==> config.mk <==
export PLATFORM = sky130hd
export DESIGN_NAME = frame_loader
export DESIGN_NICKNAME = d
export VERILOG_FILES = /design/src/frame_loader_pkg.sv /design/src/bit_deserializer.sv /design/src/frame_sequencer.sv /design/src/word_store.sv /design/src/frame_loader.sv
export VERILOG_INCLUDE_DIRS = /design/src
export SDC_FILE = /design/constraint.sdc
export NUM_CORES = 2
export LEC_CHECK = 0
export BUFFER_PORTS_ARGS = -buffer_cell sky130_fd_sc_hd__buf_2
export CORE_MARGIN = 2
export CORE_UTILIZATION = 69
export CTS_BUF_LIST = sky130_fd_sc_hd__clkbuf_4 sky130_fd_sc_hd__clkbuf_8
export DETAILED_ROUTE_END_ITERATION = 6
export PLACE_DENSITY = 0.86
export SYNTH_ARGS = -nofsm -noshare
export SYNTH_HDL_FRONTEND = slang
export SYNTH_SLANG_ARGS = --single-unit
==> constraint.sdc <==
create_clock -name clk -period 114.4 [get_ports clk]
set_input_delay 11.44 -clock clk [delete_from_list [all_inputs] [get_ports clk]]
set_output_delay 11.44 -clock clk [all_outputs]
set_load 0.02 [all_outputs]
==> src/frame_loader_params.svh <==
`ifndef FRAME_LOADER_PARAMS_SVH
`define FRAME_LOADER_PARAMS_SVH

// stream word and read data width
`define WORD_W 32

// data words after the sync word
`define NUM_WORDS 63

`define SYNC_WORD 32'hF9A42BB1

// read address, 0 is status, 1 to NUM_WORDS are data
`define ADDR_W 6

`endif

==> src/frame_loader_pkg.sv <==
`include "frame_loader_params.svh"

package frame_loader_pkg;

    // host read request
    typedef struct packed {
        logic               req;
        logic [`ADDR_W-1:0] addr;
    } rd_req_t;

    // status word seen at address 0
    typedef struct packed {
        logic [15:0] frame_count;
        logic [14:0] reserved;
        logic        ready;
    } status_t;

    // one read word, decoded by address
    typedef union packed {
        logic [`WORD_W-1:0] raw;
        status_t            status;
    } rd_data_u;

    typedef struct packed {
        logic     ack;
        rd_data_u data;
    } rd_rsp_t;

    // write path into the word store
    typedef struct packed {
        logic               valid;
        logic [`ADDR_W-1:0] index;
        logic [`WORD_W-1:0] data;
    } word_wr_t;

endpackage

==> src/bit_deserializer.sv <==
`timescale 1ns/1ns

`include "frame_loader_params.svh"

module bit_deserializer
(
    input  logic               clk,
    input  logic               reset,
    input  logic               serial_in,
    input  logic               frame_end,
    output logic               word_valid,
    output logic [`WORD_W-1:0] word_data,
    output logic               sync_hit
);

    // shift register, newest bit at the bottom
    logic [`WORD_W-1:0] shift_q;
    logic [`WORD_W-1:0] shift_next;

    // set while looking for the sync word
    logic               hunting;

    // bits taken since sync or since the last word
    logic [4:0]         bit_cnt;

    assign shift_next = {shift_q[`WORD_W-2:0], serial_in};

    // after a word_valid edge the register holds the full word
    assign word_data = shift_q;

    //////////////////////////////////////////////////
    // serial in, sync hunt and word framing
    //////////////////////////////////////////////////

    always_ff @(posedge clk or posedge reset)
    begin
        if (reset)
        begin
            shift_q    <= '0;
            hunting    <= 1'b1;
            bit_cnt    <= '0;
            sync_hit   <= 1'b0;
            word_valid <= 1'b0;
        end
        else
        begin
            shift_q    <= shift_next;
            sync_hit   <= 1'b0;
            word_valid <= 1'b0;

            if (frame_end)
            begin
                // frame done, look for the next sync
                hunting <= 1'b1;
                bit_cnt <= '0;
            end
            else if (hunting)
            begin
                if (shift_next == `SYNC_WORD)
                begin
                    sync_hit <= 1'b1;
                    hunting  <= 1'b0;
                    bit_cnt  <= '0;
                end
            end
            else
            begin
                // counter wraps on its own after bit 32
                bit_cnt <= bit_cnt + 5'd1;
                if (bit_cnt == 5'd31)
                begin
                    word_valid <= 1'b1;
                end
            end
        end
    end

endmodule

==> src/frame_sequencer.sv <==
`timescale 1ns/1ns

`include "frame_loader_params.svh"

module frame_sequencer
(
    input  logic                       clk,
    input  logic                       reset,
    input  logic                       word_valid,
    input  logic [`WORD_W-1:0]         word_data,
    input  logic                       sync_hit,
    output logic                       frame_end,
    output frame_loader_pkg::word_wr_t wr,
    output frame_loader_pkg::status_t  status
);

    // store index for the next word, data starts at 1
    logic [`ADDR_W-1:0] next_index;
    logic               last_word;

    logic               wr_valid_q;
    logic [`ADDR_W-1:0] wr_index_q;
    logic [`WORD_W-1:0] wr_data_q;

    logic               ready_q;
    logic [15:0]        frame_count_q;

    assign last_word = (next_index == `ADDR_W'(`NUM_WORDS));

    //////////////////////////////////////////////////
    // word index, frame end and status
    //////////////////////////////////////////////////

    always_ff @(posedge clk or posedge reset)
    begin
        if (reset)
        begin
            next_index    <= `ADDR_W'(1);
            wr_valid_q    <= 1'b0;
            frame_end     <= 1'b0;
            ready_q       <= 1'b0;
            frame_count_q <= '0;
        end
        else
        begin
            wr_valid_q <= word_valid;
            frame_end  <= word_valid && last_word;

            if (sync_hit)
            begin
                // new frame, restart at the first data word
                next_index <= `ADDR_W'(1);
                ready_q    <= 1'b0;
            end
            else if (word_valid)
            begin
                if (last_word)
                begin
                    next_index    <= `ADDR_W'(1);
                    ready_q       <= 1'b1;
                    frame_count_q <= frame_count_q + 16'd1;
                end
                else
                begin
                    next_index <= next_index + `ADDR_W'(1);
                end
            end
        end
    end

    // write payload, qualified by wr_valid_q
    always_ff @(posedge clk)
    begin
        if (word_valid)
        begin
            wr_index_q <= next_index;
            wr_data_q  <= word_data;
        end
    end

    assign wr = '{valid: wr_valid_q, index: wr_index_q, data: wr_data_q};

    assign status = '{frame_count: frame_count_q, reserved: '0, ready: ready_q};

endmodule

==> src/word_store.sv <==
`timescale 1ns/1ns

`include "frame_loader_params.svh"

module word_store
(
    input  logic                       clk,
    input  logic                       reset,
    input  frame_loader_pkg::word_wr_t wr,
    input  frame_loader_pkg::status_t  status,
    input  frame_loader_pkg::rd_req_t  rd_req,
    output frame_loader_pkg::rd_rsp_t  rd_rsp
);

    import frame_loader_pkg::*;

    // data words, address 0 has no storage
    logic [`WORD_W-1:0] mem [1:`NUM_WORDS];

    logic               wr_in_range;

    // read word before and after the handshake latch
    rd_data_u           rd_word;
    rd_data_u           rd_data_q;
    logic               ack_q;
    logic               rd_start;

    assign wr_in_range = wr.valid && (wr.index != '0) && (int'(wr.index) <= `NUM_WORDS);

    //////////////////////////////////////////////////
    // word memory
    //////////////////////////////////////////////////

    always_ff @(posedge clk or posedge reset)
    begin
        if (reset)
        begin
            for (int i = 1; i <= `NUM_WORDS; i++)
            begin
                mem[i] <= '0;
            end
        end
        else if (wr_in_range)
        begin
            mem[wr.index] <= wr.data;
        end
    end

    // address 0 is the status view, out of range reads zero
    always_comb
    begin
        rd_word.raw = '0;
        if (rd_req.addr == '0)
        begin
            rd_word.status = status;
        end
        else if (int'(rd_req.addr) <= `NUM_WORDS)
        begin
            rd_word.raw = mem[rd_req.addr];
        end
    end

    //////////////////////////////////////////////////
    // four-phase read port
    //////////////////////////////////////////////////

    // req seen high while ack is still low
    assign rd_start = rd_req.req && !ack_q;

    always_ff @(posedge clk or posedge reset)
    begin
        if (reset)
        begin
            ack_q <= 1'b0;
        end
        else if (rd_start)
        begin
            ack_q <= 1'b1;
        end
        else if (!rd_req.req)
        begin
            ack_q <= 1'b0;
        end
    end

    // data held steady for the whole ack phase
    always_ff @(posedge clk)
    begin
        if (rd_start)
        begin
            rd_data_q <= rd_word;
        end
    end

    assign rd_rsp = '{ack: ack_q, data: rd_data_q};

endmodule

==> src/frame_loader.sv <==
`timescale 1ns/1ns

`include "frame_loader_params.svh"

module frame_loader
(
    input  logic                      clk,
    input  logic                      reset,
    input  logic                      serial_in,
    input  frame_loader_pkg::rd_req_t rd_req,
    output frame_loader_pkg::rd_rsp_t rd_rsp
);

    import frame_loader_pkg::*;

    // deserializer to sequencer
    logic               word_valid;
    logic [`WORD_W-1:0] word_data;
    logic               sync_hit;
    logic               frame_end;

    // sequencer to store
    word_wr_t           wr;
    status_t            status;

    //////////////////////////////////////////////////
    // serial side
    //////////////////////////////////////////////////

    bit_deserializer i_deserializer
    (
        .clk        (clk),
        .reset      (reset),
        .serial_in  (serial_in),
        .frame_end  (frame_end),
        .word_valid (word_valid),
        .word_data  (word_data),
        .sync_hit   (sync_hit)
    );

    frame_sequencer i_sequencer
    (
        .clk        (clk),
        .reset      (reset),
        .word_valid (word_valid),
        .word_data  (word_data),
        .sync_hit   (sync_hit),
        .frame_end  (frame_end),
        .wr         (wr),
        .status     (status)
    );

    // host side
    word_store i_store
    (
        .clk    (clk),
        .reset  (reset),
        .wr     (wr),
        .status (status),
        .rd_req (rd_req),
        .rd_rsp (rd_rsp)
    );

endmodule

# [After elaboration in Yosys (flattened, before gate mapping)]
# Index checks and enable logic that the tools add are counted.
[word_totals] register_bits=2152 input_bits=10 wordCells=130
[op_classes] magnitude_cmp=3 bitwise=3 mux=27 addsub=3 n_eq_ne=5 reduce_logical=11
[ops] cell="$bwmux 2016" count=1
[ops] cell="$bmux 32 s6" count=1
[ops] cell="$demux 32 s6" count=1
[ops] cell="$mux 32" count=4
[ops] cell="$eq 32x32->1 const B" count=1
[ops] cell="$mux 6" count=3
[ops] cell="$add 16x1->16 const B" count=1
[ops] cell="$mux 5" count=3
[ops] cell="$ge 7x7->1 const B" count=2
[ops] cell="$mux 1" count=14
[ops] cell="$not 6->7" count=2
[ops] cell="$lt 7x1->1 const B" count=1
[ops] cell="$add 6x1->6 const B" count=1
[ops] cell="$eq 6x6->1 const B" count=1
[ops] cell="$logic_not 6->1" count=1
[ops] cell="$reduce_bool 6->1" count=1
[ops] cell="$add 5x1->5 const B" count=1
[ops] cell="$eq 5x5->1 const B" count=1
[ops] cell="$logic_and 1x1->1" count=4
[ops] cell="$reduce_bool 2->1" count=2
[ops] cell="$ne 3x2->1 const B" count=1
[ops] cell="$reduce_and 3->1" count=1
[ops] cell="$ne 2x1->1 const B" count=1
[ops] cell="$reduce_and 2->1" count=1
[ops] cell="2 further kinds" count=2

# [Longest topological paths before layout]
[depth] depth_word=6 mapped_depth=12 ltp_nobuf=7

# [Hierarchy]
# From an unflattened synthesis, not the netlist that was laid out.
[unflattened] hier_cells=6253 area_unflattened_um2=97021.8
[by_module_without_submodules] module="word_store" instances=1 area_per_inst_um2=93264.4 seq_area_each_um2=51434.3 cells_each=6015
[by_module_without_submodules] module="frame_sequencer" instances=1 area_per_inst_um2=2477.4 seq_area_each_um2=1767.9 cells_each=162
[by_module_without_submodules] module="bit_deserializer" instances=1 area_per_inst_um2=1280.0 seq_area_each_um2=1002.2 cells_each=76

# [Least setup slack after synthesis]
# OpenSTA, ideal clock, no wires.
[synth_timing] kind="input to register" from="input port rd_req[0] (netlist bit)" to="register i_store.rd_data_q[24] (netlist bit) (data pin)" slack_ns=100.962 required_time_ns=114.136 setup_time_ns=0.264 stages=9 arrival_time_ns=13.174 path_cell_list="buf_4 -> buf_6 -> buf_4 -> buf_2 -> mux4_2 -> a22oi_1 -> nand4_1 -> o211ai_1 -> o21ai_0"
[synth_lines] item="from (decl)" line="frame_loader.sv:10" rtl="input frame_loader_pkg::rd_req_t rd_req,"
[synth_lines] item="to (signal assigned)" line="word_store.sv:91" rtl="rd_data_q <= rd_word;"
[synth_lines] item="to (decl)" line="word_store.sv:24" rtl="rd_data_u rd_data_q;"

# [Worst setup path after layout]
[layout_timing] from="input port rd_req[2] (netlist bit)" to="register i_store.rd_data_q[13] (netlist bit) (data pin)"
[layout_between] elab_chain_cells=4 elab_cells_between_ends=5 classes_between="mux (3); bitwise (1); reduce/logical (1)"
[layout_lines] item="$not 6->7 (not written as such)" line="word_store.sv:59" rtl="rd_word.raw = mem[rd_req.addr];"
[layout_lines] item="$bmux 32 s6" line="word_store.sv:59"
[layout_lines] item="$mux 32 (not written as such) (2 in series)" line="word_store.sv:59"
# Several ways; a longest one is shown, not always the timed one. The select of a mux whose other input is x is not followed.
# A chain may end at the register's enable or synchronous reset.

==> flow_metrics.env <==
export IMPL_rows=137
export IMPL_ant_nets=0
export IMPL_synth_seq_cells=2152
export IMPL_crit_buf_inv=5
export IMPL_synth_compound_area_share_pct=2.132
export IMPL_ir_drop_v=0.000009649
export IMPL_max_stage_delay_ns=0.88
export IMPL_die_area_mm2=0.1425
export IMPL_finalSetupTns_ns=0
export IMPL_endpoint_kind="register"
export IMPL_grt_pass1_vias=60259
export IMPL_synthMuxAreaShare_pct=36.69
export IMPL_max_slew_margin_rel_pct=13.35
export IMPL_worst_ep_required_time_ns=115.26
export IMPL_whs_path_depth=0
export IMPL_synth_nets=6128
export IMPL_stdcell_area_mm2=0.1048
export IMPL_netlist_area_leader_share_pct=54.06
export IMPL_r2r_end="i_store.mem[1832]$_DFFE_PP0P_"
export IMPL_h_tree_depth=5
export IMPL_post_route_drc_count=0
export IMPL_cts_resized=0
export IMPL_hold_start="i_deserializer.word_data[18]$_DFF_PP0_"
export IMPL_finalCriticalPeriod_ns=15.48
export IMPL_dp_hpwl_mm=136.1
export IMPL_vias_per_cell=6.882
export IMPL_r2r_setup_slack_ns=110.79
export IMPL_firstDrtPassIters=6
export IMPL_p_leak_uw=0.05159
export IMPL_postSynthAreaPerCell_um2=15.75
export IMPL_power_density_mw_per_mm2=14.32
export IMPL_cpMostUsedCell="buf_4"
export IMPL_grt_pass1_wl_mm=377.0
export IMPL_synthArstFlopShare_pct=96.75
export IMPL_tightest_slew_ns=1.300
export IMPL_final_util_pct=75.41
export IMPL_yosys_area_share_simple_pct=1.766
export IMPL_antenna_found_initial=5
export IMPL_r2r_start="i_sequencer.wr_index_q[1]$_DFFE_PP_"
export IMPL_critPathArrivalTime_ns=16.34
export IMPL_crit_family="buffers and inverters"
export IMPL_drive_gt1_share_pct=53.84
export IMPL_worstSetupStartpointType="input port"
export IMPL_cts_sinks=2152
export IMPL_rr_worst_depth=5
export IMPL_yosys_warnings=0
export IMPL_max_cap_violations=0
export IMPL_die_h_um=377.6
export IMPL_postSynthCellCount=6114
export IMPL_vias=56250
export IMPL_synth_cell_types=65
export IMPL_synth_ff_type="dfrtp_1"
export IMPL_io_buffers=42
export IMPL_cts_hold_buf=0
export IMPL_path_clk_slew_ns=0.06
export IMPL_fin_crit_sh_pct=13.53
export IMPL_postCtsSetupBuffers=0
export IMPL_start_util_pct=69.26
export IMPL_yosysTopAreaCell="dfrtp_1"
export IMPL_synth_top_family_by_area="multiplexers"
export IMPL_cts_buffers=354
export IMPL_synthAdderAreaFrac_pct=0.05198
export IMPL_rsz0062_at_grt="no"
export IMPL_path_cells="buf_8 > buf_4 > buf_4 > buf_4 > buf_4 > nand2b_1 > nor2_1 > a2111oi_0 > a21oi_1 > nand2_1"
export IMPL_post_dp_cell_area_mm2=0.09767
export IMPL_pin_count=43
export IMPL_cts_tree="built"
export IMPL_finalSetupViolCount=0
export IMPL_wl_per_cell_um=30.39
export IMPL_clock_path_buffers=4
export IMPL_die_w_um=377.6
export IMPL_netlist_area_mm2=0.09628
export IMPL_clkLatencyLatePin_ns=1.05
export IMPL_ys_seq_area_share_pct=56.30
export IMPL_holdPathEnd="i_deserializer.word_data[19]$_DFF_PP0_"
export IMPL_hold_violations=0
export IMPL_fin_skew_ns=0.06587
export IMPL_grt_usage_pct=35.82
export IMPL_worstHoldPathType="register to register"
export IMPL_num_fill_cells=7975
export IMPL_crit_slowest_cell="buf_4"
export IMPL_crit_fanout=59
export IMPL_synth_edff_count=70
export IMPL_cp_startpoint="rd_req[2]"
export IMPL_status="finished, final reports clean"
export IMPL_coreArea_mm2=0.1390
export IMPL_finalNetCount=6068
export IMPL_gp_congestion=0.8476
export IMPL_grt_max_degree=188
export IMPL_fmax_ghz=0.06459
export IMPL_ys_top_cells_by_count="dfrtp_1 (2,080), mux2_2 (2,049), mux4_2 (467)"
export IMPL_critPathKind="input port to register"
export IMPL_area_growth_pct=8.875
export IMPL_drv_slew=0
export IMPL_clock_root_buffer="clkbuf_8"
export IMPL_yosysMostFrequentCell="dfrtp_1"
export IMPL_synth_xor_area_share_pct=0.1910
export IMPL_drtIter0Drc=5465
export IMPL_drt_total_wl_mm=248.4
export IMPL_globalRouteOverflowTotal=0
export IMPL_synthTopCellsByArea="dfrtp_1 (54%), mux2_2 (24%), mux4_2 (11%)"
state kept, by name, summed over array words and instances (netlist names):
signal / count
i_store.mem: 2016
i_deserializer.word_data: 32
i_sequencer.wr_data_q: 32
i_store.rd_data_q: 32
i_sequencer.frame_count_q: 16
i_sequencer.next_index: 6
i_sequencer.wr_index_q: 6
i_deserializer.bit_cnt: 5
i_deserializer.hunting: 1
i_deserializer.sync_hit: 1
i_deserializer.word_valid: 1
i_sequencer.frame_end: 1
i_sequencer.ready_q: 1
i_sequencer.wr_valid_q: 1
i_store.ack_q: 1
logic make-up after synthesis:
family / Yosys count
AO/OA/AOI/OAI: 289
buffers and inverters: 617
multiplexers: 2688
AND/OR/NAND/NOR: 343
flip-flops: 2152
adder cells (fa/ha/maj): 4
XOR/XNOR: 21
layout by cell type, fill, tap and decap left out, types with 19 or more instances in the layout:
cell and n:
nor2b_1 19, o21ai_0 36, dfrtp_1 2079, a221oi_1 25
mux4_2 467, clkinv_2 28, nand3_1 58, nor2_1 59
nand2_1 64, buf_2 38, o211ai_1 37, edfxtp_1 70
buf_4 150, clkbuf_4 129, mux2i_1 163, nand2_2 32
mux2_2 2049, a22oi_1 57, a211oi_1 19, clkbuf_8 424
a21oi_1 38
worst max-delay path by stage:
stage	cells past startpoint	to	slack (ns)
floorplan	1	i_deserializer.bit_cnt[0]$_DFFE_PP0P_	44.15
global placement	10	i_store.rd_data_q[14]$_SDFFCE_PP0P_	98.02
detailed placement	9	i_store.rd_data_q[2]$_SDFFCE_PP0P_	97.95
CTS	9	i_store.rd_data_q[2]$_SDFFCE_PP0P_	99.03
global route	10	i_store.rd_data_q[10]$_SDFFCE_PP0P_	98.77
finish	10	i_store.rd_data_q[13]$_SDFFCE_PP0P_	98.92
per-layer routing:
layer	global-route usage, %	wire [um]	vias to the layer above
li1	-	-	22620
met1	48.72	96800	30360
met2	55.83	117900	2545
met3	7.007	20200	721
met4	18.31	13460	4
met5	0.2401	52	-
layout make-up:
class	count	area [um2]	share of cell area (%)
antenna	3	7.507	0.007161
clock buffer	553	6804	6.491
clock inverter	44	347.8	0.3318
inverter	4	22.52	0.02148
multi-input combinational	3345	39620	37.80
sequential	2152	54210	51.71
tap	1876	2347	2.239
timing repair buffer	197	1473	1.405
power by group:
group          internal, uW  total, uW  leakage, uW  switching (uW)
Clock                   386        686      0.00384             299
Sequential              766        767       0.0297            1.28
Combinational          11.8       48.2       0.0181            36.4
Total                  1160       1500       0.0516             337
stage by stage:
| stage | std cells | hold WS, ns | total power, uW | worst slack, ns |
|---|---|---|---|---|
| 2_1_floorplan | 6114 | 0.3615 | 817.5 | 44.15 |
| 3_3_place_gp | 7574 | 0.3665 | 829.3 | 98.02 |
| 3_5_place_dp | 7574 | 0.3771 | 829.8 | 97.95 |
| 4_1_cts | 8171 | 0.3913 | 1508 | 99.03 |
| 5_1_grt | 8172 | 0.4077 | 1544 | 98.77 |
| 6_report | 8174 | 0.3890 | 1501 | 98.92 |
(Power assumes the default switching activity.)
